<file path="src/hdl/mem_pipe_pkg.sv">
// Memory pipeline widths, access type and control register enums, request and stage structs
`default_nettype none

package mem_pipe_pkg;

	localparam int vector_lanes = 8;
	localparam int cache_line_bytes = 32;
	localparam int cache_line_words = 8;
	localparam int cache_line_offset_bits = 5;
	localparam int cache_line_bits = cache_line_bytes * 8;
	localparam int word_index_bits = $clog2(cache_line_words);
	localparam int sram_lines = 16;
	localparam int sram_index_bits = $clog2(sram_lines);

	// Upper address half that selects the I/O region
	localparam logic [15:0] io_region_prefix = 16'hffff;

	typedef logic [31:0] scalar_t;
	typedef scalar_t [vector_lanes-1:0] vector_t;
	typedef logic [1:0] thread_idx_t;
	typedef logic [2:0] subcycle_t;

	typedef enum logic [3:0] {
		mem_b,
		mem_bx,
		mem_s,
		mem_sx,
		mem_l,
		mem_control_reg,
		mem_block,
		mem_block_m,
		mem_scgath,
		mem_scgath_m
	} mem_access_t;

	typedef enum logic [1:0] {
		cr_thread_id,
		cr_scratch0,
		cr_scratch1,
		cr_scratch2
	} control_register_t;

	typedef struct packed {
		logic is_load;
		mem_access_t access_type;
		control_register_t creg_index;
		scalar_t imm_offset;
	} mem_instruction_t;

	typedef struct packed {
		mem_instruction_t instruction;
		thread_idx_t thread_idx;
		logic [vector_lanes-1:0] mask;
		subcycle_t subcycle;
		scalar_t base_addr;
	} mem_request_t;

	typedef struct packed {
		mem_instruction_t instruction;
		thread_idx_t thread_idx;
		logic [vector_lanes-1:0] mask;
		subcycle_t subcycle;
		scalar_t request_addr;
		vector_t store_value;
	} tag_stage_out_t;

	typedef struct packed {
		mem_instruction_t instruction;
		thread_idx_t thread_idx;
		logic [vector_lanes-1:0] mask;
		subcycle_t subcycle;
		scalar_t request_addr;
	} data_stage_out_t;

	typedef struct packed {
		thread_idx_t thread_idx;
		logic [vector_lanes-1:0] mask;
		logic is_vector;
		vector_t value;
	} load_result_t;

	// Big-endian word <-> line slot byte order
	function automatic scalar_t swap_bytes(scalar_t value);
		return {value[7:0], value[15:8], value[23:16], value[31:24]};
	endfunction

endpackage

`default_nettype wire
</file>
<file path="src/hdl/control_registers.sv">
// Scratch control registers, read-only thread ID and registered read value
`default_nettype none

module control_registers
	import mem_pipe_pkg::*;
(
	input logic clk,
	input logic reset,
	input logic write_en,
	input logic read_en,
	input control_register_t index,
	input scalar_t write_val,
	input thread_idx_t thread_idx,
	output scalar_t read_val
);

	scalar_t [2:0] scratch;
	scalar_t selected;

	always_ff @(posedge clk, posedge reset)
	begin
		if (reset)
			scratch <= '0;
		else if (write_en)
		begin
			// Thread ID is read only
			case (index)
				cr_scratch0: scratch[0] <= write_val;
				cr_scratch1: scratch[1] <= write_val;
				cr_scratch2: scratch[2] <= write_val;
				default: ;
			endcase
		end
	end

	always_comb
	begin
		case (index)
			cr_scratch0: selected = scratch[0];
			cr_scratch1: selected = scratch[1];
			cr_scratch2: selected = scratch[2];
			default: selected = scalar_t'(thread_idx);
		endcase
	end

	always_ff @(posedge clk)
	begin
		if (read_en)
			read_val <= selected;
	end

endmodule

`default_nettype wire

</file>
<file path="config.mk">
export PLATFORM = sky130hd
export DESIGN_NAME = control_registers
export DESIGN_NICKNAME = d
export VERILOG_FILES = /design/src/hdl/mem_pipe_pkg.sv /design/src/hdl/control_registers.sv
export SDC_FILE = /design/constraint.sdc
export NUM_CORES = 1
export LEC_CHECK = 0
export ABC_AREA = 1
export BUFFER_PORTS_ARGS = -buffer_cell sky130_fd_sc_hd__buf_2
export CAP_MARGIN = 20
export CORE_MARGIN = 2
export CORE_UTILIZATION = 50
export DETAILED_ROUTE_END_ITERATION = 16
export HOLD_SLACK_MARGIN = 0.12
export PLACE_DENSITY = 0.82
export SLEW_MARGIN = 0
export SYNTH_ARGS = -nofsm -noshare
export SYNTH_HDL_FRONTEND = slang
export SYNTH_SLANG_ARGS = --single-unit
</file>
<file path="constraint.sdc">
create_clock -name clk -period 2.5 [get_ports clk]
set_input_delay 0 -clock clk [delete_from_list [all_inputs] [get_ports clk]]
set_output_delay 0 -clock clk [all_outputs]
set_load 0.01 [all_outputs]
</file>
==> out/metrics.yaml <==
detailed_routing:
  drc_errors: 0
  postRouteAntennaNets: 0
  drt-wirelength-per-cell_um: 15.1
  via_per_inst: 5.18
  firstDrtPassIters: 5
  wirelength_um: 12900
  via_count: 4400
  drt_iter0_drc: 360
yosys:
  syn_inst: 595
  synth_compound_area_frac: 0
  yosysMostFrequentCell: "nand2_1"
  syn_avg_cell_area_um2: 9.30
  synth_fa_ha_area_frac: 0
  syn-num-nets: 635
  synthSimpleGateAreaFrac: 0.329
  synth-edff-count: 32
  ys_ff_latch: 128
  ys_async_sr_fraction: 0.750
  synth.cell_area_um2: 5530
  synthMuxAreaShare: 0
  synth-main-ff-cell: "dfrtp_1"
  synth.distinct_cells: 17
  yosys_warnings: 0
  synth_top_family_by_area: "simple AND/OR/NAND/NOR gates"
  synth_largest_area_cell: "dfrtp_1"
  seq_area_frac_synth: 0.608
  synthXorXnorAreaFrac: 0
  yosys-top-cells-count: "338 x nand2_1, 96 x dfrtp_1, 68 x nand3_1, 32 x edfxtp_1, 17 x buf_6"
  synth.top_cells.by_area: "dfrtp_1 43%, nand2_1 23%, edfxtp_1 17%, nand3_1 6.2%, buf_6 3.5%"
  synth_top_area_frac: 0.434
sta:
  rsz0062_at_grt: "false"
  relSlewSlack: 0.465
  min_period_over_period: 0.786
  post-route-min-period_ns: 1.96
  tightest_slew_ns: 0.802
  setup_viol: 0
  max_freq_mhz: 509
  slew_viol_final: 0
  finalSetupTns_ns: 0
  finalHoldViolations: 0
  finalClockSkew_ns: 0.00412
critical_path:
  cp_data_required_time_ns: 2.97
  reg2reg_slack_ns: 1.59
  critPathArrivalTime_ns: 2.43
  setup.worst_path.class: "primary input to register"
  startpoint_type: "primary input"
  end_kind: "register"
  worstPathMaxFanout: 32
  timing.rr.start: "scratch[33]"
  startpoint: "write_en"
grt:
  grt_pass1_wl_um: 21300
  grt_pass1_vias: 4474
  grt_antenna_before_repair: 0
  grtUsageTotal: 0.237
  grt_max_degree: 70
  grt_remaining_overflow: 0
min_path:
  worstHoldPathType: "primary input to register"
  holdCritStartpoint: "read_en"
clock_network:
  cts_num_sinks: 128
  cts_made_buffers: 17
  insertion_delay_ns: 0.53
  cts_tree: "done"
  h-tree-depth: 4
  cts_setup_buffers: 0
  postCtsHoldBufs: 42
  clk_path_buf_depth: 2
  clockRootBuffer: "clkbuf_8"
  cts.repair.resized: 0
  cts.reportedPaths.clkPinSlew_ns: 0.06
floorplanning:
  rows: 38
  die_width_um: 109
  ios: 72
  die_h_um: 109
  start_util: 0.510
  dieArea_um2: 11900
  coreArea_um2: 10800
layout:
  fillCellCount: 861
  insertedDiodeCount: 0
  drive_above_1_share: 0.179
  fin_nets: 737
  area_growth_pct: 22.2
  instances_no_fill: 850
pwr:
  power_leakage_uw: 0.00343
  power_density_nw_per_um2: 822
  peakVddDrop_v: 0.000428
placed_design:
  placed_cells: 776
  hpwl_um: 7140
  portBuffers: 71
  gp_congestion: 0.793
flow_run:
  cap_viol_max_count: 0
outcome:
  status: "completed"
-- path summary, 6_finish.rpt --
kind / endpoint / cells past startpoint
max: scratch[25] / 7
min: read_val[27] / 1
max reg2reg: read_val[1] / 2
min reg2reg: scratch[45] / 2
max in group asynchronous: scratch[52] / 4
min in group asynchronous: scratch[4] / 3
-- report_power, final --
part	internal, µW	switching [µW]
logic	258	412
clock network	1400	866
registers	2470	156
total	4130	1430
-- cell type report --
cell class	count	area [µm²]	share of cell area
sequential	128	3360	0.497
multi-input combinational	427	1820	0.269
timing repair buffer	116	811	0.120
clock buffer	19	422	0.0624
tap	140	175	0.0259
clock inverter	13	121	0.0179
inverter	7	47.5	0.00703
-- state kept, by name, summed over array words and instances, names as in the netlist --
signal	count
scratch	96
read_val	32
-- placed cells by master (no fill, tap or decap), types with 5 or more instances in the layout --
cell,n
clkbuf_16,16
nand2_1,338
dlygate4sd3_1,42
nand2_2,10
clkinv_2,6
dfrtp_1,96
nand3_1,68
buf_2,71
edfxtp_1,32
inv_4,5
-- logic make-up after synthesis --
family / Yosys count
simple gates: 427
flops: 128
buf+inv: 40
-- metal layers --
metal | vias to the layer above | share of wire | global-route usage
met5 | - | 0 | 0
met4 | 0 | 0.022 | 0.111
met3 | 26 | 0.065 | 0.0568
met2 | 179 | 0.51 | 0.392
met1 | 2117 | 0.40 | 0.295
li1 | 2078 | - | -
-- stage by stage --
| stage | utilization | area, µm² | setup WS, ns | hold slack [ns] | total power [µW] |
|---|---|---|---|---|---|
| 3_5_place_dp | 0.535 | 5800 | 1.12 | 0.127 | 3270 |
| 5_1_grt | 0.624 | 6760 | 0.409 | 0.137 | 5790 |
| 6_report | 0.624 | 6760 | 0.535 | 0.112 | 5560 |
| 2_1_floorplan | - | 5540 | 1.37 | 0.112 | 3060 |
| 3_3_place_gp | 0.535 | 5800 | 1.17 | 0.102 | 3220 |
| 4_1_cts | 0.624 | 6760 | 0.617 | 0.125 | 5570 |
-- worst max-delay path, cell delays in order --
cell	delay [ns]
dlygate4sd3_1	0.53
buf_2	0.51
inv_4	0.13
nor2_8	0.47
nand2_1	0.11
dlygate4sd3_1	0.59
nand2_1	0.07
Power figures use the tool's default switching activity.
