$ cat src/hdl/mem_pipe_pkg.sv
// Memory pipeline widths, access type and control register enums, request and stage structs
`default_nettype none

package mem_pipe_pkg;

	localparam int vector_lanes = 8;
	localparam int cache_line_bytes = 32;
	localparam int cache_line_words = 8;
	localparam int cache_line_offset_bits = 5;
	localparam int cache_line_bits = cache_line_bytes * 8;
	localparam int word_index_bits = $clog2(cache_line_words);
	localparam int sram_lines = 16;
	localparam int sram_index_bits = $clog2(sram_lines);

	// Upper address half that selects the I/O region
	localparam logic [15:0] io_region_prefix = 16'hffff;

	typedef logic [31:0] scalar_t;
	typedef scalar_t [vector_lanes-1:0] vector_t;
	typedef logic [1:0] thread_idx_t;
	typedef logic [2:0] subcycle_t;

	typedef enum logic [3:0] {
		mem_b,
		mem_bx,
		mem_s,
		mem_sx,
		mem_l,
		mem_control_reg,
		mem_block,
		mem_block_m,
		mem_scgath,
		mem_scgath_m
	} mem_access_t;

	typedef enum logic [1:0] {
		cr_thread_id,
		cr_scratch0,
		cr_scratch1,
		cr_scratch2
	} control_register_t;

	typedef struct packed {
		logic is_load;
		mem_access_t access_type;
		control_register_t creg_index;
		scalar_t imm_offset;
	} mem_instruction_t;

	typedef struct packed {
		mem_instruction_t instruction;
		thread_idx_t thread_idx;
		logic [vector_lanes-1:0] mask;
		subcycle_t subcycle;
		scalar_t base_addr;
	} mem_request_t;

	typedef struct packed {
		mem_instruction_t instruction;
		thread_idx_t thread_idx;
		logic [vector_lanes-1:0] mask;
		subcycle_t subcycle;
		scalar_t request_addr;
		vector_t store_value;
	} tag_stage_out_t;

	typedef struct packed {
		mem_instruction_t instruction;
		thread_idx_t thread_idx;
		logic [vector_lanes-1:0] mask;
		subcycle_t subcycle;
		scalar_t request_addr;
	} data_stage_out_t;

	typedef struct packed {
		thread_idx_t thread_idx;
		logic [vector_lanes-1:0] mask;
		logic is_vector;
		vector_t value;
	} load_result_t;

	// Big-endian word <-> line slot byte order
	function automatic scalar_t swap_bytes(scalar_t value);
		return {value[7:0], value[15:8], value[23:16], value[31:24]};
	endfunction

endpackage

`default_nettype wire
$ cat src/hdl/line_data_sram.sv
// Line-wide data memory with byte write mask and registered read
`default_nettype none

module line_data_sram
	import mem_pipe_pkg::*;
(
	input logic clk,
	input logic read_en,
	input logic write_en,
	input logic [sram_index_bits-1:0] line_idx,
	input logic [cache_line_bits-1:0] write_data,
	input logic [cache_line_bytes-1:0] write_mask,
	output logic [cache_line_bits-1:0] read_line
);

	logic [cache_line_bits-1:0] lines[sram_lines] = '{default: '0};

	always_ff @(posedge clk)
	begin
		if (write_en)
		begin
			for (int b = 0; b < cache_line_bytes; b++)
			begin
				if (write_mask[b])
					lines[line_idx][b * 8 +: 8] <= write_data[b * 8 +: 8];
			end
		end

		// Old contents on a same-cycle write, never happens in the pipeline
		if (read_en)
			read_line <= lines[line_idx];
	end

endmodule

`default_nettype wire

$ cat config.mk
export PLATFORM = sky130hd
export DESIGN_NAME = line_data_sram
export DESIGN_NICKNAME = d
export VERILOG_FILES = /design/src/hdl/mem_pipe_pkg.sv /design/src/hdl/line_data_sram.sv
export SDC_FILE = /design/constraint.sdc
export NUM_CORES = 2
export LEC_CHECK = 0
export BUFFER_PORTS_ARGS = -buffer_cell sky130_fd_sc_hd__buf_2
export CAP_MARGIN = 40
export CORE_AREA = 5 5 457 910
export CTS_BUF_LIST = sky130_fd_sc_hd__clkbuf_8
export CTS_CLUSTER_DIAMETER = 200
export DETAILED_ROUTE_END_ITERATION = 8
export DIE_AREA = 0 0 462 915
export PLACE_DENSITY_LB_ADDON = 0.3
export SETUP_SLACK_MARGIN = 0.1
export SLEW_MARGIN = 20
export SYNTH_ARGS = -nofsm -noshare
export SYNTH_HDL_FRONTEND = slang
export SYNTH_SLANG_ARGS = --single-unit
$ cat constraint.sdc
create_clock -name clk -period 2.77 [get_ports clk]
set_input_delay 0.4155 -clock clk [delete_from_list [all_inputs] [get_ports clk]]
set_output_delay 0.4155 -clock clk [all_outputs]
set_load 0.02 [all_outputs]
==> impl_results.rst <==
.. list-table::
   :header-rows: 1

   * - Metric
     - Value
   * - Fmax achieved
     - 424 MHz
   * - Cell chain of the critical path
     - buf_2
   * - Worst path max stage delay
     - 0.57 ns
   * - Routed length per instance
     - 29.6 um
   * - Multi-input combinational cell area
     - 30200 um2
   * - Number of buffers created by CTS
     - 605
   * - Unrepaired setup endpoints after global routing
     - false
   * - Cell family contributing the most delay on the critical path
     - flip-flops
   * - Total number of vias
     - 80500
   * - Power Dens Cells
     - 673 nW/um2
   * - Critical register-to-register path startpoint
     - lines[3][103]$_DFFE_PP_
   * - Number of vias per cell after detailed routing
     - 5.43
   * - Leading cell type in the layout, fill and taps excluded
     - sky130_fd_sc_hd__edfxtp_1
   * - Status
     - finished clean
   * - Setup TNS after final layout
     - 0 ns
   * - Gates resized, CTS repair
     - 0
   * - Sinks on Clock Net
     - 4352
   * - Starting DRC count in detailed routing
     - 6689
   * - Slew at the pin closest to its max-slew limit
     - 0.911 ns
   * - Area growth from synthesis to final layout
     - 18.0%
   * - Vias in the first global route
     - 87700
   * - Part of the Yosys area used for sequential elements
     - 0.803
   * - Launch point of the worst hold path
     - write_mask[24]
   * - CP Data Arrival Time
     - 1.94 ns
   * - Clock insertion delay at the later pin of the skew report
     - 1.08 ns
   * - Synthesized instance count
     - 7139
   * - CTS tree
     - yes
   * - Number of placement rows
     - 332
   * - CP Buf/Inv Count
     - 1
   * - Post-DP HPWL
     - 293 mm
   * - Clk pin slew, worst setup/hold paths
     - 0.07 ns
   * - Clock Root Buffer
     - sky130_fd_sc_hd__clkbuf_8
   * - Ratio of final minimum period to clock period
     - 0.851
   * - Maximum net fanout on the critical path
     - 1
   * - Proportion of layout cells with a drive suffix above 1
     - 0.339
   * - Fin crit period
     - 2.36 ns
   * - First-pass detailed-route iteration total
     - 6
   * - Aggregate routed wire length
     - 439 mm
   * - Synthesized netlist net count
     - 7434
   * - Critical Path Start Type
     - flip-flop
   * - Warnings, synthesis
     - 0
   * - Cell count of the worst hold path
     - 3
   * - Worst-case register-to-register setup slack
     - 1.05 ns
   * - First-pass GRT wire length
     - 625 mm
   * - FF+latch area
     - 131000 um2
   * - I/O pin count
     - 551
   * - Die Span Y
     - 915 um
   * - Initial standard-cell utilization of the core
     - 0.399
   * - IO Port Bufs
     - 550
   * - Fillcell total
     - 33800
   * - Slew HR
     - 0.391
   * - Max-capacitance violation count
     - 0
   * - Number of nets still failing antenna checks after routing
     - 0
   * - Fin. Hold Viols
     - 0
   * - Mean area per synthesized cell
     - 22.8 um2
   * - Clock tree buffer depth
     - 4
   * - Type of the worst setup path
     - reg2out
   * - Class of the most critical hold timing path
     - in2reg
   * - Required time at the worst-slack endpoint
     - 2.35 ns
   * - Register-to-Register Path Depth
     - 3
   * - Die Outline Area
     - 423000 um2
   * - Post-route worst hold slack
     - 0.127 ns
   * - Combined global-route utilization of all metal layers
     - 0.206
   * - Count of endpoints failing setup in the final report
     - 0
   * - Commonest non-fill, non-tap cells in the layout
     - sky130_fd_sc_hd__edfxtp_1, sky130_fd_sc_hd__mux4_2, sky130_fd_sc_hd__buf_4
   * - Overflow after GRT
     - 0
   * - Yosys cell types
     - 14
   * - Number of antenna violations at the first check in global routing
     - 88
   * - Maximum VDD drop
     - 0.465 mV
   * - Residual DRC count
     - 0
   * - Number of post-CTS setup repair buffers
     - 0
   * - #FFs+latches synth
     - 4352
   * - Core Region
     - 408000 um2
   * - Number of pins with negative max-slew slack in the final report
     - 0
   * - Library cell contributing the largest single delay on the critical path
     - sky130_fd_sc_hd__edfxtp_1
   * - Setup crit end kind
     - primary output
   * - Layout net count
     - 9264
   * - Netlist Area Pre-Place
     - 163000 um2
   * - Final weighted congestion in routability-driven placement
     - 0.798
   * - Overall power of the completed layout
     - 129 mW
   * - Die Wd
     - 462 um
   * - Worst reg2reg path endpoint
     - read_line[103]$_DFFE_PP_
   * - Leak
     - 63.4 nW
   * - CTS HTree Levels
     - 6
   * - Final clock skew
     - 0.0661 ns
   * - Hold-critical path endpoint
     - lines[4][192]$_DFFE_PP_
   * - Largest net degree at the start of global routing
     - 97
cells in the mapped netlist:
cell type                  instances  share of area
sky130_fd_sc_hd__edfxtp_1       4352           0.80
sky130_fd_sc_hd__mux4_2         1024           0.14
sky130_fd_sc_hd__nor2_1          514          0.012
sky130_fd_sc_hd__a22oi_1         512          0.024
sky130_fd_sc_hd__nand2_1         300         0.0069
sky130_fd_sc_hd__clkbuf_1        234         0.0054
sky130_fd_sc_hd__buf_2            77         0.0024
sky130_fd_sc_hd__buf_1            52         0.0012
sky130_fd_sc_hd__buf_4            47         0.0022
sky130_fd_sc_hd__buf_6            18         0.0012
sky130_fd_sc_hd__nand3_1           4        0.00012
sky130_fd_sc_hd__nor2b_1           3        0.00012
sky130_fd_sc_hd__and2_1            1       0.000038
sky130_fd_sc_hd__and2b_1           1       0.000046
worst max path at each step:
| stage | from | end | slack (ns) | cells after the start |
|---|---|---|---|---|
| after global routing | read_line[250]$_DFFE_PP_ | read_line[250] | 0.33 | 1 |
| after CTS | read_line[250]$_DFFE_PP_ | read_line[250] | 0.24 | 1 |
| after detailed placement | line_idx[1] | read_line[235]$_DFFE_PP_ | 0.02 | 7 |
| after floorplan | line_idx[0] | lines[0][100]$_DFFE_PP_ | 0.47 | 8 |
| final | read_line[250]$_DFFE_PP_ | read_line[250] | 0.41 | 1 |
| after global placement | line_idx[1] | read_line[235]$_DFFE_PP_ | 0.04 | 7 |
registers in the layout, summed over array words and instances, names as in the netlist:
name / cells
read_line: 256
lines: 4096
metrics by stage:
| stage | util | instance area (um2) | cells | setup WS, ns |
|---|---|---|---|---|
| after detailed placement | 0.435 | 178000 | 13400 | 0.0228 |
| after floorplan | - | 163000 | 7139 | 0.470 |
| after global routing | 0.471 | 192000 | 14800 | 0.325 |
| final | 0.471 | 192000 | 14800 | 0.413 |
| after global placement | 0.434 | 177000 | 13300 | 0.0360 |
| after CTS | 0.470 | 192000 | 14700 | 0.244 |
routing by layer:
layer,share of wire,global-route usage,wire [um],up-vias
met2,0.56,0.388,244000,2914
met4,0.038,0.0744,16900,46
li1,-,-,-,33800
met5,0.00065,0,287,-
met3,0.061,0.0380,26700,909
met1,0.34,0.230,151000,42800
kinds of logic (layout without fill, tap and decap cells):
logic type,count (synthesis),in the layout,synth area share
flip-flops,4352,4352,0.803
AO/OA/AOI/OAI,512,512,0.0236
AND/OR/NAND/NOR,823,823,0.0191
buffers and inverters,428,2713,0.0124
multiplexers,1024,1024,0.142
other,0,48,0
report_power, final:
group          leakage [nW]  total, mW  internal, mW  switching (mW)
sequential             39.5       74.0          73.6           0.423
combinational          17.6       7.63          2.94            4.69
clock                  6.26       47.4          23.2            24.3
total                  63.4        129          99.7            29.4
final cells by class:
type	instances	area share
Clock inverter	443	0.0140
Antenna cell	48	0.000626
Clock buffer	619	0.0444
Sequential cell	4352	0.681
Multi-Input combinational cell	2359	0.157
Tap cell	5344	0.0348
Timing Repair Buffer	1651	0.0683
timing repair:
action                                  in CTS  in global routing
hold endpoints to repair                  4910                  1
hold buffers                               283                  1
endpoints found under the setup margin       0                  0
No activity file was read; power rests on OpenSTA's default activity.
