===== config.mk =====
export PLATFORM = sky130hd
export DESIGN_NAME = mem_writeback_stage
export DESIGN_NICKNAME = d
export VERILOG_FILES = /design/src/hdl/mem_pipe_pkg.sv /design/src/hdl/mem_writeback_stage.sv
export SDC_FILE = /design/constraint.sdc
export NUM_CORES = 1
export LEC_CHECK = 0
export BUFFER_PORTS_ARGS = -buffer_cell sky130_fd_sc_hd__buf_2
export CAP_MARGIN = 20
export CELL_PAD_IN_SITES_DETAIL_PLACEMENT = 0
export CELL_PAD_IN_SITES_GLOBAL_PLACEMENT = 2
export CORE_AREA = 2 2 253 255
export DETAILED_ROUTE_END_ITERATION = 10
export DIE_AREA = 0 0 255 257
export HOLD_SLACK_MARGIN = 0.12
export PLACE_DENSITY = 0.58
export SLEW_MARGIN = 20
export SYNTH_ARGS = -nofsm -noshare
export SYNTH_HDL_FRONTEND = slang
export SYNTH_SLANG_ARGS = --single-unit

===== constraint.sdc =====
create_clock -name clk -period 1 [get_ports clk]
set_input_delay 0.2 -clock clk [delete_from_list [all_inputs] [get_ports clk]]
set_output_delay 0.2 -clock clk [all_outputs]
set_load 0.01 [all_outputs]

===== src/hdl/mem_pipe_pkg.sv =====
// Memory pipeline widths, access type and control register enums, request and stage structs
`default_nettype none

package mem_pipe_pkg;

	localparam int vector_lanes = 8;
	localparam int cache_line_bytes = 32;
	localparam int cache_line_words = 8;
	localparam int cache_line_offset_bits = 5;
	localparam int cache_line_bits = cache_line_bytes * 8;
	localparam int word_index_bits = $clog2(cache_line_words);
	localparam int sram_lines = 16;
	localparam int sram_index_bits = $clog2(sram_lines);

	// Upper address half that selects the I/O region
	localparam logic [15:0] io_region_prefix = 16'hffff;

	typedef logic [31:0] scalar_t;
	typedef scalar_t [vector_lanes-1:0] vector_t;
	typedef logic [1:0] thread_idx_t;
	typedef logic [2:0] subcycle_t;

	typedef enum logic [3:0] {
		mem_b,
		mem_bx,
		mem_s,
		mem_sx,
		mem_l,
		mem_control_reg,
		mem_block,
		mem_block_m,
		mem_scgath,
		mem_scgath_m
	} mem_access_t;

	typedef enum logic [1:0] {
		cr_thread_id,
		cr_scratch0,
		cr_scratch1,
		cr_scratch2
	} control_register_t;

	typedef struct packed {
		logic is_load;
		mem_access_t access_type;
		control_register_t creg_index;
		scalar_t imm_offset;
	} mem_instruction_t;

	typedef struct packed {
		mem_instruction_t instruction;
		thread_idx_t thread_idx;
		logic [vector_lanes-1:0] mask;
		subcycle_t subcycle;
		scalar_t base_addr;
	} mem_request_t;

	typedef struct packed {
		mem_instruction_t instruction;
		thread_idx_t thread_idx;
		logic [vector_lanes-1:0] mask;
		subcycle_t subcycle;
		scalar_t request_addr;
		vector_t store_value;
	} tag_stage_out_t;

	typedef struct packed {
		mem_instruction_t instruction;
		thread_idx_t thread_idx;
		logic [vector_lanes-1:0] mask;
		subcycle_t subcycle;
		scalar_t request_addr;
	} data_stage_out_t;

	typedef struct packed {
		thread_idx_t thread_idx;
		logic [vector_lanes-1:0] mask;
		logic is_vector;
		vector_t value;
	} load_result_t;

	// Big-endian word <-> line slot byte order
	function automatic scalar_t swap_bytes(scalar_t value);
		return {value[7:0], value[15:8], value[23:16], value[31:24]};
	endfunction

endpackage

`default_nettype wire

===== src/hdl/mem_writeback_stage.sv =====
// Load writeback: data extraction, sign or zero extension and result register
`default_nettype none

module mem_writeback_stage
	import mem_pipe_pkg::*;
(
	input logic clk,
	input logic reset,
	input logic dd_valid,
	input data_stage_out_t dd,
	input logic [cache_line_bits-1:0] sram_read_line,
	input scalar_t creg_read_val,
	output logic wb_valid,
	output load_result_t wb_result
);

	mem_access_t access;
	logic [word_index_bits-1:0] word_idx;
	scalar_t word_value;
	logic [7:0] byte_value;
	logic [15:0] half_value;
	scalar_t scalar_value;
	vector_t load_value;
	logic is_vector;

	assign access = dd.instruction.access_type;
	assign word_idx = dd.request_addr[cache_line_offset_bits-1:2];
	assign is_vector = access inside {mem_block, mem_block_m, mem_scgath, mem_scgath_m};

	// Addressed word as a big-endian value
	assign word_value = swap_bytes(sram_read_line[word_idx * 32 +: 32]);
	assign byte_value = word_value[(3 - dd.request_addr[1:0]) * 8 +: 8];
	assign half_value = dd.request_addr[1] ? word_value[15:0] : word_value[31:16];

	always_comb
	begin
		case (access)
			mem_b: scalar_value = {24'd0, byte_value};
			mem_bx: scalar_value = {{24{byte_value[7]}}, byte_value};
			mem_s: scalar_value = {16'd0, half_value};
			mem_sx: scalar_value = {{16{half_value[15]}}, half_value};
			mem_control_reg: scalar_value = creg_read_val;
			default: scalar_value = word_value;
		endcase
	end

	always_comb
	begin
		load_value = '0;
		case (access)
			mem_block, mem_block_m:
			begin
				for (int lane = 0; lane < vector_lanes; lane++)
					load_value[lane] = swap_bytes(sram_read_line[lane * 32 +: 32]);
			end
			// Gather fills only its own lane
			mem_scgath, mem_scgath_m:
				load_value[dd.subcycle] = word_value;
			default:
				load_value[0] = scalar_value;
		endcase
	end

	always_ff @(posedge clk, posedge reset)
	begin
		if (reset)
			wb_valid <= 1'b0;
		else
			wb_valid <= dd_valid && dd.instruction.is_load;
	end

	always_ff @(posedge clk)
	begin
		wb_result.thread_idx <= dd.thread_idx;
		wb_result.mask <= dd.mask;
		wb_result.is_vector <= is_vector;
		wb_result.value <= load_value;
	end

endmodule

`default_nettype wire


==> impl_results.md <==
* Synth cell count leaders: dfxtp_1, nand2_1, o21ai_0
* Hold Vio Cnt, Final at 0
* Cell Rows at slightly above 90
* DRC Markers at 0
* Synth warn at 0
* Required time of the critical path at roughly 1.4 ns
* Share of layout cells above drive strength 1 at 59.7%
* Cts bufs inserted at 35
* DRT Wirelength at about 73 mm
* Initial Utilization at approximately 18%
* Vias in the first global route at 14400
* Seq pwr share at 34.8%
* Clk root buf: clkbuf_16
* Syn_area_per_cell at between 10 and 15 µm²
* Total Nets Final at around 2600
* Grt ovf at 0
* Most common cell in the netlist: dfxtp_1
* Largest net degree at the start of global routing at 49
* # IOs at 643
* Syn-to-layout area delta at 117%
* Setup TNS at -115.01 ns
* Leakage at between 0.01 and 0.015 µW
* Worst slew pin tran at 0.720 ns
* Tcrit/Tclk final at 170%
* Die area at ~0.066 mm²
* Post-synth EDFFs at 0
* Critical Path Fanout Max at 8
* VDD IR max at just over 1 mV
* TritonCTS clock tree: yes
* Asr flop ratio synth at 0.373%
* Routability cong. at roughly 0.85
* Violated checks: negative setup slack
* Final setup violation count at 523
* Pre-CTS setup slack at -1.38 ns
* Num Clock Sinks at between 200 and 300
* Synth Instances at 1096
* Sw frac at between 20% and 30%
* DR vias at 13600
* Vias/cell at 4.37
* Global-route wire length before repair at between 100 and 150 mm
* Hpwl dp at approximately 53 mm
* Critical path type: in -> reg
* Synth cell types at between 40 and 50
* Dominant cells by area after synthesis: dfxtp_1, mux4_2, o21ai_0, nand2_1, mux2i_4
* Hold Path End: wb_result[3]$_DFF_P_
* Htree depth at 2
* Clock buffer depth at 3
* Top_reg_cell synth: dfxtp_1
* WHS Path Cells at 3
* Clock edge transition at the registers on the reported setup and hold paths at about 0.06 ns
* Pwr Density at 1370 mW/mm²
* First-pass DRT Iterations at 7
* PnR worst setup slack at -0.702 ns
* Worst min-delay path class: in -> reg
* Post-synthesis cell area at approximately 0.011 mm²
* Initial antenna violation count at 15
* Relative slew slack at 51.9%
* Synth top area share at between 40% and 50%
* Gate power share at between 20% and 30%
* Wire length per cell at between 20 and 25 µm
* Core footprint at ~0.063 mm²
* Outcome: complete, but fails checks
* Endpoint class of the critical path: flip-flop
* Die W at roughly 260 µm
* Clock power frac at ~40%
* DRT iter0 DRCs at 682
* Hold Path Origin: creg_read_val[3]
* Fmax at between 0.5 and 0.6 GHz
* Maxcap violations at 0
* Slew Viols, Final at 0
* Unrepaired setup endpoints after global routing: yes
* Total Power at approximately 33000 µW
* Antenna-violating nets left at 0
* Seq/Total Area, Yosys at roughly 48%
* Critical path launch point type: input pin
* Crit path DAT at around 2.1 ns
* Area leader, netlist: dfxtp_1
* Seq cells post-synth at 268
* Net Count, Synth at between 1000 and 1500
* Pint at 24000 µW
* Die Span Y at 257 µm
* Port-buffer cells at 581
* Final Critical Period at 1.70 ns
* GRT Total Usage at about a fifth
* Switching pwr at 9200 µW
## placed cells by master (no fill, tap or decap), types with 8 or more instances in the layout
master	netlist	final
buf_2	7	393
dlygate4sd3_1	0	281
nand2_1	257	252
buf_6	9	236
buf_4	5	203
dfxtp_2	0	182
o21ai_1	0	132
dfxtp_1	267	84
mux4_2	65	65
o21ai_2	0	55
buf_12	0	50
o21ai_0	234	45
clkbuf_16	0	38
mux2i_4	22	26
a22oi_1	23	23
a2bb2oi_2	10	15
a221o_1	14	14
nor2_1	15	13
a21oi_1	18	13
buf_16	0	11
mux2i_1	15	10
diode_2	0	8
a221oi_2	0	8
o22ai_1	8	8
buf_8	0	8
## state kept, by name, summed over array words and instances, names as in the netlist
name	cells
wb_result	267
wb_valid	1
## how the worst max path moves through the flow
stage / startpoint / slack (ns) / endpoint / depth (start not counted)
final: dd[2] / -0.70 / wb_result[31]$_DFF_P_ / 9
after global routing: dd[2] / -0.74 / wb_result[1]$_DFF_P_ / 8
after CTS: dd[3] / -0.69 / wb_result[0]$_DFF_P_ / 8
after detailed placement: dd[2] / -1.38 / wb_result[20]$_DFF_P_ / 9
after global placement: dd[3] / -1.36 / wb_result[4]$_DFF_P_ / 8
after floorplan: dd[2] / -1.16 / wb_result[20]$_DFF_P_ / 10
## cells by family (layout without fill, tap and decap cells)
kind of cell	count (synthesis)	after routing	share of synthesized area (%)
buffers and inverters	93	1243	3.99
AOI/OAI and AO/OA	335	335	18.2
and+or+nand+nor	296	296	10.5
other	0	8	0
muxes	104	104	19.2
DFF	268	268	48.2
## stage by stage
step / util (%) / hold slack (ns) / std cells / cell area, µm²
2_1_floorplan: - / -0.0713 / 1096 / 11500
3_3_place_gp: 27.4 / 0.0338 / 2690 / 17200
3_5_place_dp: 27.4 / 0.0339 / 2690 / 17200
4_1_cts: 35.8 / -0.0144 / 3064 / 22500
5_1_grt: 38.5 / 0.00602 / 3099 / 24200
6_report: 38.6 / 0.0202 / 3100 / 24200
## timing repair
action | in CTS | in global routing
buffers inserted | 32 | 29
pin swaps | 39 | 16
hold buffers | 279 | 2
gates resized for setup | 230 | 420
setup endpoints to repair | 522 | 524
endpoints found under the hold margin | 266 | 11
gates cloned | 9 | 2
## critical path: stages
cell and delay [ns]:
buf_16 0.12, buf_12 0.14, mux4_2 0.52, mux2i_2 0.20
mux4_2 0.33, nor2_4 0.06, a21o_4 0.25, buf_16 0.16
a2bb2oi_2 0.13
## layer usage
metal	vias to the layer above	track usage, %	share of wire [%]
met3	110	4.63	6.5
met4	14	5.72	2.4
met5	-	0	0.11
met1	6658	25.2	40
met2	528	38.3	51
li1	6241	-	-
## power by group through the flow
stage / clock network, µW / logic (µW) / registers [µW]
finish: 13000 / 8630 / 11600
global route: 13800 / 9110 / 11600
CTS: 13400 / 7950 / 11500
detailed placement: 0 / 6170 / 11600
global placement: 0 / 6160 / 11600
floorplan: 0 / 2460 / 11900
## cell type report
| class | count | area (µm²) |
|---|---|---|
| antenna | 8 | 20.0 |
| sequential | 268 | 5600 |
| tap | 846 | 1060 |
| multi-input combinational | 735 | 5870 |
| clock buffer | 44 | 981 |
| fill | 6277 | 38600 |
| clock inverter | 12 | 178 |
| inverter | 2 | 7.51 |
| timing repair buffer | 1185 | 10500 |
Note: power is estimated with default switching activity, not from simulation.
