$ cat config.mk
export PLATFORM = sky130hd
export DESIGN_NAME = dcache_data_stage
export DESIGN_NICKNAME = d
export VERILOG_FILES = /design/src/hdl/mem_pipe_pkg.sv /design/src/hdl/dcache_data_stage.sv
export SDC_FILE = /design/constraint.sdc
export NUM_CORES = 1
export LEC_CHECK = 0
export BUFFER_PORTS_ARGS = -buffer_cell sky130_fd_sc_hd__buf_4
export CAP_MARGIN = 20
export CORE_AREA = 4 4 303 305
export CTS_BUF_LIST = sky130_fd_sc_hd__clkbuf_8 sky130_fd_sc_hd__clkbuf_16
export DETAILED_ROUTE_END_ITERATION = 12
export DIE_AREA = 0 0 307 309
export SYNTH_ARGS = -nofsm -noshare
export SYNTH_HDL_FRONTEND = slang
export SYNTH_SLANG_ARGS = --single-unit
$ cat constraint.sdc
create_clock -name clk -period 1.2 [get_ports clk]
set_input_delay 0 -clock clk [delete_from_list [all_inputs] [get_ports clk]]
set_output_delay 0 -clock clk [all_outputs]
set_load 0.005 [all_outputs]
$ cat src/hdl/mem_pipe_pkg.sv
// Memory pipeline widths, access type and control register enums, request and stage structs
`default_nettype none

package mem_pipe_pkg;

	localparam int vector_lanes = 8;
	localparam int cache_line_bytes = 32;
	localparam int cache_line_words = 8;
	localparam int cache_line_offset_bits = 5;
	localparam int cache_line_bits = cache_line_bytes * 8;
	localparam int word_index_bits = $clog2(cache_line_words);
	localparam int sram_lines = 16;
	localparam int sram_index_bits = $clog2(sram_lines);

	// Upper address half that selects the I/O region
	localparam logic [15:0] io_region_prefix = 16'hffff;

	typedef logic [31:0] scalar_t;
	typedef scalar_t [vector_lanes-1:0] vector_t;
	typedef logic [1:0] thread_idx_t;
	typedef logic [2:0] subcycle_t;

	typedef enum logic [3:0] {
		mem_b,
		mem_bx,
		mem_s,
		mem_sx,
		mem_l,
		mem_control_reg,
		mem_block,
		mem_block_m,
		mem_scgath,
		mem_scgath_m
	} mem_access_t;

	typedef enum logic [1:0] {
		cr_thread_id,
		cr_scratch0,
		cr_scratch1,
		cr_scratch2
	} control_register_t;

	typedef struct packed {
		logic is_load;
		mem_access_t access_type;
		control_register_t creg_index;
		scalar_t imm_offset;
	} mem_instruction_t;

	typedef struct packed {
		mem_instruction_t instruction;
		thread_idx_t thread_idx;
		logic [vector_lanes-1:0] mask;
		subcycle_t subcycle;
		scalar_t base_addr;
	} mem_request_t;

	typedef struct packed {
		mem_instruction_t instruction;
		thread_idx_t thread_idx;
		logic [vector_lanes-1:0] mask;
		subcycle_t subcycle;
		scalar_t request_addr;
		vector_t store_value;
	} tag_stage_out_t;

	typedef struct packed {
		mem_instruction_t instruction;
		thread_idx_t thread_idx;
		logic [vector_lanes-1:0] mask;
		subcycle_t subcycle;
		scalar_t request_addr;
	} data_stage_out_t;

	typedef struct packed {
		thread_idx_t thread_idx;
		logic [vector_lanes-1:0] mask;
		logic is_vector;
		vector_t value;
	} load_result_t;

	// Big-endian word <-> line slot byte order
	function automatic scalar_t swap_bytes(scalar_t value);
		return {value[7:0], value[15:8], value[23:16], value[31:24]};
	endfunction

endpackage

`default_nettype wire
$ cat src/hdl/dcache_data_stage.sv
// Data stage: access decode, line write data and masks, memory, control register and I/O strobes
`default_nettype none

module dcache_data_stage
	import mem_pipe_pkg::*;
(
	input logic clk,
	input logic reset,
	input logic dt_valid,
	input tag_stage_out_t dt,
	input logic rollback_en,
	input thread_idx_t rollback_thread_idx,
	output logic sram_read_en,
	output logic sram_write_en,
	output logic [sram_index_bits-1:0] sram_line_idx,
	output logic [cache_line_bits-1:0] sram_write_data,
	output logic [cache_line_bytes-1:0] sram_write_mask,
	output logic creg_write_en,
	output logic creg_read_en,
	output control_register_t creg_index,
	output scalar_t creg_write_val,
	output thread_idx_t creg_thread_idx,
	output logic io_write_en,
	output logic [7:0] io_write_data,
	output logic dd_valid,
	output data_stage_out_t dd
);

	mem_access_t access;
	logic is_load;
	logic squash;
	logic active;
	logic is_io;
	logic is_creg;
	logic [word_index_bits-1:0] word_idx;
	logic [cache_line_words-1:0] word_mask;
	logic [3:0] byte_mask;
	scalar_t lane_value;

	assign access = dt.instruction.access_type;
	assign is_load = dt.instruction.is_load;
	assign word_idx = dt.request_addr[cache_line_offset_bits-1:2];
	assign lane_value = dt.store_value[dt.subcycle];

	// Rollback for this thread kills the instruction here
	assign squash = rollback_en && rollback_thread_idx == dt.thread_idx;
	assign active = dt_valid && !squash;

	assign is_io = dt.request_addr[31:16] == io_region_prefix;
	assign is_creg = access == mem_control_reg;

	assign sram_read_en = active && is_load && !is_creg && !is_io;
	assign sram_write_en = active && !is_load && !is_creg && !is_io;
	assign sram_line_idx = dt.request_addr[cache_line_offset_bits +: sram_index_bits];

	assign creg_write_en = active && !is_load && is_creg;
	assign creg_read_en = active && is_load && is_creg;
	assign creg_index = dt.instruction.creg_index;
	assign creg_write_val = dt.store_value[0];
	assign creg_thread_idx = dt.thread_idx;

	// Only stores go out to the I/O port
	assign io_write_en = active && !is_load && !is_creg && is_io;
	assign io_write_data = dt.store_value[0][7:0];

	// Which words of the line are touched
	always_comb
	begin
		word_mask = '0;
		case (access)
			mem_block: word_mask = '1;
			mem_block_m: word_mask = dt.mask;
			mem_scgath_m: word_mask[word_idx] = dt.mask[dt.subcycle];
			default: word_mask[word_idx] = 1'b1;
		endcase
	end

	// Bytes within a word and the data laid out in line byte order
	always_comb
	begin
		byte_mask = 4'b1111;
		sram_write_data = {cache_line_words{swap_bytes(dt.store_value[0])}};
		case (access)
			mem_b, mem_bx:
			begin
				byte_mask = 4'b0001 << dt.request_addr[1:0];
				sram_write_data = {cache_line_bytes{dt.store_value[0][7:0]}};
			end
			mem_s, mem_sx:
			begin
				byte_mask = dt.request_addr[1] ? 4'b1100 : 4'b0011;
				sram_write_data = {(cache_line_words * 2){dt.store_value[0][7:0],
					dt.store_value[0][15:8]}};
			end
			mem_block, mem_block_m:
			begin
				for (int lane = 0; lane < vector_lanes; lane++)
					sram_write_data[lane * 32 +: 32] = swap_bytes(dt.store_value[lane]);
			end
			mem_scgath, mem_scgath_m:
				sram_write_data = {cache_line_words{swap_bytes(lane_value)}};
			default:
				;
		endcase
	end

	always_comb
	begin
		for (int b = 0; b < cache_line_bytes; b++)
			sram_write_mask[b] = word_mask[b / 4] & byte_mask[b % 4];
	end

	always_ff @(posedge clk, posedge reset)
	begin
		if (reset)
			dd_valid <= 1'b0;
		else
			dd_valid <= active;
	end

	always_ff @(posedge clk)
	begin
		dd.instruction <= dt.instruction;
		dd.thread_idx <= dt.thread_idx;
		dd.mask <= dt.mask;
		dd.subcycle <= dt.subcycle;
		dd.request_addr <= dt.request_addr;
	end

endmodule

`default_nettype wire

==> results.md <==
- Status: finished with violations
- Failing checks: setup timing
- Cts bufs inserted: 9
- Endpoints failing hold: 0
- Asr flop ratio synth: 0.0118
- WP data required: 1.20 ns
- DR vias: 12,400
- Seq/Total Area, Yosys: 0.209
- Global-route wire length before repair: 113 mm
- Max-cap violation count: 0
- Initial antenna violation count: 54
- Top cells by count, synth: a21o_1 (169), nand2_1 (114), dfxtp_1 (84)
- Crit Path Max Fanout: 8
- Power per cell area: 742 mW/mm2
- Vias/cell: slightly below 4
- Final period util: 1.39
- Layout cells sized above 1: 0.691
- Cell family with most CP delay: multiplexers
- Syn_area_per_cell: 9.22 um2
- Area leader, netlist: dfxtp_1
- Final #Nets: ~2,300
- Area of the multi-input gates: a little under 0.007 mm2
- Clock sinks: 85
- Total core area: 0.0893 mm2
- Count of cell types in the netlist: 45
- Chip Width: 307 um
- Post-synthesis register bit count: 85
- All-Layer GR Usage: 0.177
- Initial drt markers: ~800
- Top cells by area, synth: dfxtp_1 (21%), a21o_1 (16%), mux4_2 (8.5%)
- Routability cong.: 0.936
- Slew margin rel.: 0.665
- H-tree depth: 3
- CTS root buffer: clkbuf_16
- Vias in the first global route: 12,400
- Clk buf depth: 2
- Synth warnings: 0
- Drt drc: 0
- Die span in y: just over 300 um
- RSZ-0062 raised after global routing: yes
- Post-synth EDFFs: 0
- Fmax achieved: 598 MHz
- P&R area growth vs syn: 157%
- Min-delay worst type: in -> reg
- Post-Route WL: roughly 91 mm
- Drt first pass iters: 6
- Fin. max-slew vios: 0
- Worst Setup End Kind: output port
- Critical path type: in -> out
- Drt wl/cell: 28.8 um
- ANT nets after route: 0
- Tmin final: between 1.5 and 2 ns
- Pre-CTS setup slack: -0.830 ns
- Placed Area: 0.0169 mm2
- Net count after synthesis: 1,233
- # port buffers: 771
- Mapped Cells: 887
- Ys flop type: dfxtp_1
- Total gr overflow: 0
- Fin area: roughly 0.021 mm2
- Starting density of the core: 0.0916
- Clock-pin slew on the worst setup and hold paths: 0.08 ns
- Post-Syn Area: 0.00818 mm2
- Slowest stage delay, CP: 0.52 ns
- Storage cell area: 0.00171 mm2
- Post-synth top area share: 0.206
- Critical Path Start Type: input pin
- WP buf/inv: 4
- Min setup slack post-route: -0.473 ns
- CTS tree: yes
- CP arrival: 1.67 ns
- Area of the die: 0.0949 mm2
- Worst-margin pin slew: a little under 0.5 ns
- Crit-path slowest cell: mux4_2
- Most frequent cell after synthesis: a21o_1
- Worst path cell trace: buf_16 > buf_16 > buf_4 > mux4_2 > mux2i_4 > o21ai_4 > a21o_1 > buf_4
- Peak supply drop: 0.565 mV
- Leakage Power: a little over 0.01 uW
- # setup viols final: 288
- # IOs: between 700 and 800
- Row count: 110
- Number of fill cells: 9,745
- Largest net degree at the start of global routing: 48
- Hpwl dp: roughly 76 mm
[registers in the layout, summed over array words and instances, names as in the netlist]
| name | flops |
|---|---|
| dd | 84 |
| dd_valid | 1 |
[metal layers]
layer  track usage  share of wire
met1         0.200           0.38
met2         0.290           0.46
met3        0.0904           0.12
met4        0.0576          0.033
met5             0         0.0047
[cell families (layout without fill, tap and decap cells)]
group / Yosys count / count (layout) / synth area share
AO/OA/AOI/OAI: 320 / 320 / 0.308
XOR/XNOR: 2 / 2 / 0.00214
buffers and inverters: 119 / 1189 / 0.0929
flip-flops: 85 / 85 / 0.209
multiplexers: 117 / 117 / 0.252
other: 0 / 18 / 0
AND/OR/NAND/NOR: 244 / 244 / 0.137
[layout make-up]
| cell class | instances | area share |
|---|---|---|
| Timing Repair Buffer | 1168 | 0.511 |
| Clock inverter | 7 | 0.00381 |
| Clock buffer | 9 | 0.0107 |
| Multi-Input combinational cell | 683 | 0.320 |
| Inverter | 5 | 0.000892 |
| Tap cell | 1176 | 0.0699 |
| Antenna cell | 18 | 0.00214 |
| Sequential cell | 85 | 0.0811 |
[path summary, 6_finish.rpt]
check / from / endpoint / slack [ns] / cells past startpoint
worst min-delay path: dt[290] / dd[34] / 0.06 / 2
worst max-delay path: dt[288] / sram_write_data[184] / -0.47 / 8
max in group asynchronous: reset / dd_valid / 0.50 / 4
min in group asynchronous: reset / dd_valid / 0.60 / 4
[power by group]
part,internal [uW],switching (uW)
logic,5250,4300
clock network,1480,1550
registers,2970,44.1
total,9710,5890
[what timing repair did]
action,in CTS,in global routing
pin swaps,28,69
setup endpoints to repair,293,293
gates cloned,12,7
hold buffers,86,0
hold endpoints to repair,85,0
setup buffers,24,30
resized for setup,308,166
[layout by cell type (no fill, tap or decap), types with 26 or more instances in the layout]
cell type      instances
a21o_1               169
a31oi_1               37
buf_12                35
buf_4                785
buf_6                236
dfxtp_1               84
dlygate4sd3_1         86
mux2i_1               31
mux2i_4               26
mux4_2                47
nand2_1               97
nand3_2               44
[per-stage QoR]
step                setup TNS, ns  total power [uW]   util  hold WS [ns]  cells
floorplan                   -8.51              5720      -        -0.271    887
global placement          -157.13             10900  0.190        -0.143   2966
detailed placement        -163.69             10900  0.190        -0.143   2966
CTS                        -95.73             15300  0.223        0.0247   3103
global route              -114.21             16300  0.235        0.0454   3139
finish                     -96.85             15600  0.236        0.0620   3151
Note: power is estimated with default switching activity, not from simulation.
