File: config.mk
export PLATFORM = sky130hd
export DESIGN_NAME = dcache_tag_stage
export DESIGN_NICKNAME = d
export VERILOG_FILES = /design/src/hdl/mem_pipe_pkg.sv /design/src/hdl/dcache_tag_stage.sv
export SDC_FILE = /design/constraint.sdc
export NUM_CORES = 1
export LEC_CHECK = 0
export ABC_AREA = 1
export BUFFER_PORTS_ARGS = -buffer_cell sky130_fd_sc_hd__clkbuf_2
export CAP_MARGIN = 20
export CORE_AREA = 2 2 371 373
export DETAILED_ROUTE_END_ITERATION = 10
export DIE_AREA = 0 0 373 375
export GPL_ROUTABILITY_DRIVEN = 0
export GPL_TIMING_DRIVEN = 0
export PLACE_DENSITY = 0.3
export SYNTH_ARGS = -nofsm -noshare
export SYNTH_HDL_FRONTEND = slang
export SYNTH_SLANG_ARGS = --single-unit
export TNS_END_PERCENT = 10
File: constraint.sdc
create_clock -name clk -period 1.2 [get_ports clk]
set_clock_uncertainty 0.2 [all_clocks]
set_input_delay 0.18 -clock clk [delete_from_list [all_inputs] [get_ports clk]]
set_output_delay 0.18 -clock clk [all_outputs]
set_load 0.05 [all_outputs]
File: src/hdl/mem_pipe_pkg.sv
// Memory pipeline widths, access type and control register enums, request and stage structs
`default_nettype none

package mem_pipe_pkg;

	localparam int vector_lanes = 8;
	localparam int cache_line_bytes = 32;
	localparam int cache_line_words = 8;
	localparam int cache_line_offset_bits = 5;
	localparam int cache_line_bits = cache_line_bytes * 8;
	localparam int word_index_bits = $clog2(cache_line_words);
	localparam int sram_lines = 16;
	localparam int sram_index_bits = $clog2(sram_lines);

	// Upper address half that selects the I/O region
	localparam logic [15:0] io_region_prefix = 16'hffff;

	typedef logic [31:0] scalar_t;
	typedef scalar_t [vector_lanes-1:0] vector_t;
	typedef logic [1:0] thread_idx_t;
	typedef logic [2:0] subcycle_t;

	typedef enum logic [3:0] {
		mem_b,
		mem_bx,
		mem_s,
		mem_sx,
		mem_l,
		mem_control_reg,
		mem_block,
		mem_block_m,
		mem_scgath,
		mem_scgath_m
	} mem_access_t;

	typedef enum logic [1:0] {
		cr_thread_id,
		cr_scratch0,
		cr_scratch1,
		cr_scratch2
	} control_register_t;

	typedef struct packed {
		logic is_load;
		mem_access_t access_type;
		control_register_t creg_index;
		scalar_t imm_offset;
	} mem_instruction_t;

	typedef struct packed {
		mem_instruction_t instruction;
		thread_idx_t thread_idx;
		logic [vector_lanes-1:0] mask;
		subcycle_t subcycle;
		scalar_t base_addr;
	} mem_request_t;

	typedef struct packed {
		mem_instruction_t instruction;
		thread_idx_t thread_idx;
		logic [vector_lanes-1:0] mask;
		subcycle_t subcycle;
		scalar_t request_addr;
		vector_t store_value;
	} tag_stage_out_t;

	typedef struct packed {
		mem_instruction_t instruction;
		thread_idx_t thread_idx;
		logic [vector_lanes-1:0] mask;
		subcycle_t subcycle;
		scalar_t request_addr;
	} data_stage_out_t;

	typedef struct packed {
		thread_idx_t thread_idx;
		logic [vector_lanes-1:0] mask;
		logic is_vector;
		vector_t value;
	} load_result_t;

	// Big-endian word <-> line slot byte order
	function automatic scalar_t swap_bytes(scalar_t value);
		return {value[7:0], value[15:8], value[23:16], value[31:24]};
	endfunction

endpackage

`default_nettype wire
File: src/hdl/dcache_tag_stage.sv
// Tag stage: effective address generation and request register toward the data stage
`default_nettype none

module dcache_tag_stage
	import mem_pipe_pkg::*;
(
	input logic clk,
	input logic reset,
	input logic req_valid,
	input mem_request_t req,
	input vector_t req_ptr_vector,
	input vector_t req_store_value,
	output logic dt_valid,
	output tag_stage_out_t dt
);

	logic is_scgath;
	scalar_t addr_base;
	scalar_t request_addr;

	// Scatter/gather takes its pointer from the lane of this pass
	assign is_scgath = req.instruction.access_type inside {mem_scgath, mem_scgath_m};
	assign addr_base = is_scgath ? req_ptr_vector[req.subcycle] : req.base_addr;
	assign request_addr = addr_base + req.instruction.imm_offset;

	always_ff @(posedge clk, posedge reset)
	begin
		if (reset)
			dt_valid <= 1'b0;
		else
			dt_valid <= req_valid;
	end

	always_ff @(posedge clk)
	begin
		dt.instruction <= req.instruction;
		dt.thread_idx <= req.thread_idx;
		dt.mask <= req.mask;
		dt.subcycle <= req.subcycle;
		dt.request_addr <= request_addr;
		dt.store_value <= req_store_value;
	end

endmodule

`default_nettype wire

==> flow_metrics.py, run 1 <==
metrics = {
    "die": {
        "fp.dieH_microns": 375,
        "io-pin-count": 940,
        "start_util_pct": 8.39,
        "rows": 136,
        "core_sq_um": 136000,
        "die_area_sq_um": 140000,
        "die_w_microns": 373,
    },
    "critical_path": {
        "path_cells": "clkbuf_16, buf_12, inv_8, buf_12, buf_12, nor2_1, o22ai_1, o211ai_1, nand2_1, ha_4, nand2_1, nand2_2, a21oi_4, nand2_4, nand2_4, nand2_8, buf_12, xor2_4",
        "cpMostUsedCell": "buf_12",
        "worst_setup_path_end_kind": "flop",
        "cpPeakStageDelay_ns": 0.46,
        "crit_slowest_cell": "o211ai_1",
        "worst-path-buf-inv": 6,
        "critPathTopFamily": "simple AND/OR/NAND/NOR gates",
        "cp_data_required_time_ns": 1.51,
        "path_class": "in2reg",
        "start_kind": "input port",
        "cp_max_fo": 7,
        "worstPathArrival_ns": 2.80,
    },
    "yosys": {
        "async_flop_share_pct": 0.293,
        "synth_commonest_cells": "dfxtp_1, nand2_1, nor2_1, o21ai_0, inv_1",
        "ys_warn_count": 0,
        "ys_seq_area_share_pct": 59.8,
        "syn-num-nets": 1898,
        "syn_area_sq_um": 11400,
        "synthFlopType": "dfxtp_1",
        "ys_top_cells_by_area": "dfxtp_1, nand2_1, nor2_1",
        "netlist_instances": 1267,
        "synth_top_area_cell": "dfxtp_1",
        "syn_avg_cell_area_sq_um": 9.02,
        "synth_seq_cells": 341,
        "synth_edf_count": 0,
        "yosysTopAreaCellShare_pct": 59.5,
        "synthDistinctLibCells": 30,
        "synth.most_common_cell": "dfxtp_1",
    },
    "sta": {
        "period_needed_ns": 2.49,
        "slew_headroom_pct": 54.3,
        "holdWs_ns": -0.162,
        "hold_viol_final": 12,
        "fmax_mhz": 402,
        "slew_violations": 0,
        "tightest_slew_ns": 0.683,
        "setup_ws_ns": -1.29,
        "min_period_over_period_pct": 207,
        "setup_violations": 373,
        "grt_setup_unrepaired": "true",
    },
    "finish": {
        "layout.nets": 3414,
        "syn_to_final_growth_pct": 153,
        "drive_above_1_share_pct": 53.6,
        "final_area_sq_um": 28900,
    },
    "grt": {
        "grt_pass1_wl_microns": 142000,
        "track_usage_pct": 15.0,
        "antenna_found_initial": 64,
        "overflow": 0,
        "grt_pass1_vias": 16492,
        "grt_max_degree": 14,
    },
    "cts": {
        "h-tree-depth": 2,
        "cts_tree": "yes",
        "clock-sinks": 341,
        "clk_pin_slew_ns": 0.07,
        "cts_buffers": 49,
        "cts-root-buf": "clkbuf_16",
        "cts_buffer_depth": 3,
        "hold_buffers": 454,
    },
    "run": {
        "cap_violations": 0,
    },
    "hold_path": {
        "holdCritStartpoint": "req[1]",
        "hold_class": "in2reg",
        "whs_endpoint": "dt[257]",
        "holdPathStages": 4,
    },
    "pwr": {
        "peakVddDrop_uv": 902,
        "p_total_w": 0.0400,
        "p_leak_nw": 13.3,
        "power_density_nw_per_um2": 1380,
    },
    "routing": {
        "drcViolationCount": 0,
        "routed_via_density": 3.31,
        "drtIter0Drc": 543,
        "first_pass_iters": 4,
        "route.vias.total": 15335,
        "ant_nets": 0,
        "wire_per_inst_microns": 23.5,
        "drt-total-wl_microns": 109000,
    },
    "place": {
        "numPortBuffers": 939,
        "dpl_cell_area_sq_um": 18400,
        "place_hpwl_microns": 92900,
    },
    "outcome": {
        "status": "complete, but fails checks",
        "failed_checks": "negative hold slack, negative setup slack",
    },
}
[layout make-up]
cell class,count,area (sq um)
fill,15155,107000
clock buffer,66,1390
multi-input combinational,777,5770
buffer,52,644
sequential,341,6940
inverter,96,389
timing repair buffer,1466,11200
tap,1794,2240
antenna,10,25.0
clock inverter,24,260
[flip-flops by register name (all words and copies together) (netlist names)]
register,flops
dt_valid,1
dt,340
[report_power, final]
group / leakage (nW) / switching [W] / internal, W
Clock: 0.799 / 0.00631 / 0.00883
Sequential: 2.88 / 0.000374 / 0.0122
Combinational: 9.58 / 0.00734 / 0.00490
[layout by cell type, fill, tap and decap left out, types with 9 or more instances in the layout]
cell type,synthesis,routed
clkbuf_16,0,68
xor2_1,14,12
clkbuf_4,0,11
buf_6,11,29
dlygate4sd3_1,0,454
nand2_2,0,59
buf_8,0,24
o21ai_0,109,67
dfxtp_2,0,58
nor2_2,0,32
dfxtp_1,340,272
o21ai_2,0,21
buf_12,0,51
o211ai_1,18,18
o221ai_2,0,12
clkbuf_2,2,855
inv_1,93,84
nor2_1,168,113
buf_4,6,52
o21ai_1,23,37
nand2_1,260,169
diode_2,0,10
clkbuf_8,0,23
nand3_2,0,15
nor2_4,0,23
a21oi_2,0,17
o221ai_1,44,25
nand3_1,46,22
nand3_4,0,9
dfxtp_4,0,10
ha_4,0,30
nand2_4,0,30
[worst min-delay path: cells and delay by family]
family                   cells  cell delay (ns)
adder cells (fa/ha/maj)      1             0.20
buffers and inverters        1             0.09
AND/OR/NAND/NOR              2             0.15
[metal layers]
layer  wire [microns]  GRT usage, %  vias up
li1                 -             -     7257
met5               41             0        -
met3             8690          5.16      211
met4             3320          3.57        6
met1            40100          15.9     7075
met2            56600          28.4      786
[kinds of logic (layout without fill, tap and decap cells)]
| logic type | Yosys count | count (layout) | synth area share [%] |
|---|---|---|---|
| other | 0 | 10 | 0 |
| AOI/OAI and AO/OA | 248 | 248 | 13.0 |
| DFF | 341 | 341 | 59.8 |
| xor gates and xnor gates | 15 | 15 | 1.15 |
| and+or+nand+nor | 482 | 482 | 16.5 |
| buffers and inverters | 149 | 1704 | 5.95 |
| adders and majority gates | 32 | 32 | 3.57 |
[through the flow]
stage / hold WS, ns / setup slack [ns] / utilization, % / cells / TNS [ns]
after global placement: -0.203 / -3.01 / 13.5 / 4000 / -84.90
after detailed placement: -0.195 / -2.98 / 13.5 / 4000 / -84.70
after floorplan: -0.291 / -1.24 / - / 1267 / -33.60
after global routing: -0.174 / -1.29 / 21.2 / 4623 / -185.37
after CTS: -0.191 / -1.29 / 20.1 / 4594 / -193.60
final: -0.162 / -1.29 / 21.2 / 4626 / -158.66
[worst max-delay path by stage]
stage / from / endpoint / slack (ns) / cells past startpoint
finish: req[32] / dt[271] / -1.29 / 18
floorplan: req[32] / dt[284] / -1.24 / 19
detailed placement: req[33] / dt[271] / -2.98 / 15
global route: req[32] / dt[268] / -1.29 / 18
global placement: req[33] / dt[271] / -3.01 / 15
CTS: req[32] / dt[287] / -1.29 / 17
[timing repair]
action / in CTS / in global routing
pin swaps: 89 / 75
setup buffers: 45 / 22
gates cloned: 7 / 1
gates resized for setup: 532 / 537
endpoints found under the setup margin: 373 / 373
endpoints found under the hold margin: 342 / 15
(Power assumes the default switching activity.)
==> run 2: changes to the inputs <==
Settings changed: CORE_AREA 2 2 371 373 to 2 2 367 369, DIE_AREA 0 0 373 375 to 0 0 369 371.
==> run 2 against run 1 <==
Net effect:
- the run still ends with negative hold slack, negative setup slack left
- first-iteration DRC count shrank 9.4%
- total power up 1.5%
- critical path depth grew 2
- clock-buffer cell count increased by 4
- clock power grew 6%
- critical path type unchanged
- critical endpoint is now dt[287]
- largest power group unchanged
==> flow_metrics.py, run 2 (synthesis gave the netlist of run 1 again) <==
metrics = {
    "critical_path": {
        "start_kind": "input port",
        "worstPathArrival_ns": 2.84,
        "cp_data_required_time_ns": 1.53,
        "worst_setup_path_end_kind": "flop",
        "path_class": "in2reg",
        "cp_max_fo": 10,
    },
    "place": {
        "numPortBuffers": 939,
        "dpl_cell_area_sq_um": 18400,
        "place_hpwl_microns": 93600,
        "placed_cells": 3974,
    },
    "routing": {
        "drt-total-wl_microns": 108000,
        "ant_nets": 0,
        "drcViolationCount": 0,
        "routed_via_density": 3.35,
        "wire_per_inst_microns": 23.5,
        "route.vias.total": 15363,
        "drtIter0Drc": 492,
        "first_pass_iters": 5,
    },
    "grt": {
        "grt_pass1_wl_microns": 139000,
        "antenna_found_initial": 60,
        "track_usage_pct": 15.2,
        "overflow": 0,
        "grt_pass1_vias": 16343,
        "grt_max_degree": 15,
    },
    "finish": {
        "top_register": "dt",
        "reg_top3": "dt: 340 flops, dt_valid: 1 flops",
        "final_area_sq_um": 28600,
        "seq_area_sq_um": 7000,
        "drive_above_1_share_pct": 50.8,
        "layout.nets": 3405,
        "finalNonFillerCells": 4590,
        "largest_reg_flops": 340,
        "syn_to_final_growth_pct": 150,
        "layout_common_cells": "clkbuf_2, dlygate4sd3_1, dfxtp_1",
        "nFillCells": 14810,
        "multi_input_area_sq_um": 5260,
        "layout_commonest_cell": "clkbuf_2",
    },
    "sta": {
        "fin_tns_setup_ns": -158.06,
        "min_period_over_period_pct": 209,
        "holdWs_ns": -0.178,
        "slew_headroom_pct": 57.1,
        "period_needed_ns": 2.51,
        "tightest_slew_ns": 0.641,
        "grt_setup_unrepaired": "true",
        "fmax_mhz": 399,
        "setup_violations": 373,
        "setup_ws_ns": -1.31,
        "slew_violations": 0,
        "hold_viol_final": 24,
    },
    "outcome": {
        "status": "complete, but fails checks",
        "failed_checks": "negative hold slack, negative setup slack",
    },
    "hold_path": {
        "hold_class": "in2reg",
    },
    "pwr": {
        "peakVddDrop_uv": 1000,
        "power_density_nw_per_um2": 1420,
        "p_leak_nw": 13.2,
        "p_total_w": 0.0405,
    },
    "cts": {
        "cts_tree": "yes",
        "clock-sinks": 341,
        "cts_buffers": 49,
        "clk_pin_slew_ns": 0.06,
        "h-tree-depth": 2,
        "cts-root-buf": "clkbuf_16",
        "cts_buffer_depth": 3,
    },
    "die": {
        "fp.dieH_microns": 371,
        "io-pin-count": 940,
        "core_sq_um": 133000,
        "die_area_sq_um": 137000,
        "start_util_pct": 8.61,
        "die_w_microns": 369,
        "rows": 134,
    },
    "run": {
        "cap_violations": 0,
    },
}
## run 2: worst paths after layout
path                         start       end  slack (ns)  cells past startpoint
max in group asynchronous    reset  dt_valid        0.43                      4
min in group asynchronous    reset  dt_valid        0.27                      4
max                        req[32]   dt[287]       -1.31                     20
min                         req[1]   dt[257]       -0.18                      4
## run 2: area by class of cell
| type | instances | share of cell area (%) |
|---|---|---|
| Timing Repair Buffer | 1457 | 39.9 |
| Clock buffer | 70 | 4.94 |
| Buffer | 52 | 2.04 |
| Antenna cell | 10 | 0.0874 |
| Tap cell | 1768 | 7.73 |
| Inverter | 96 | 1.33 |
| Sequential cell | 341 | 24.5 |
| Multi-Input combinational cell | 777 | 18.4 |
| Clock inverter | 19 | 1.14 |
## run 2: metrics by stage
stage,setup slack (ns),util [%]
final,-1.31,21.6
after detailed placement,-3.13,13.8
after global routing,-1.38,21.6
after global placement,-3.17,13.8
after floorplan,-1.24,-
after CTS,-1.32,20.3
## run 2: repair_timing
action / in CTS / in global routing
hold buffers: 473 / 1
endpoints found under the hold margin: 342 / 28
setup buffers: 30 / 11
pin swaps: 69 / 65
gates resized for setup: 436 / 680
setup endpoints to repair: 373 / 373
gates cloned: 2 / 1
## run 2: layer usage
layer | GRT usage, % | up-vias | share of wire, % | routed length [microns]
li1 | - | 7228 | - | -
met1 | 15.8 | 7166 | 37 | 39400
met2 | 28.8 | 764 | 52 | 56400
met3 | 5.12 | 203 | 8.1 | 8770
met4 | 3.94 | 2 | 3.1 | 3310
met5 | 0 | - | 0.012 | 13
## run 2: worst max-delay path, stage by stage
cell and delay, ns:
clkbuf_16 0.14, buf_12 0.14, buf_8 0.15, buf_12 0.15
nor2_1 0.10, o22ai_1 0.09, o211ai_1 0.48, nand2_1 0.18
ha_4 0.35, nand2_1 0.07, inv_2 0.10, nand2_1 0.08
nor2_2 0.13, nand2_4 0.08, nand2_8 0.10, nand2_1 0.07
nand2_2 0.08, inv_1 0.04, nand2_1 0.07, nand2_2 0.06
## run 2: where the power goes
group / switching, W / leakage [nW] / total [W] / internal, W
clock: 0.00626 / 0.852 / 0.0160 / 0.00973
sequential: 0.000436 / 2.89 / 0.0127 / 0.0122
combinational: 0.00706 / 9.46 / 0.0119 / 0.00484
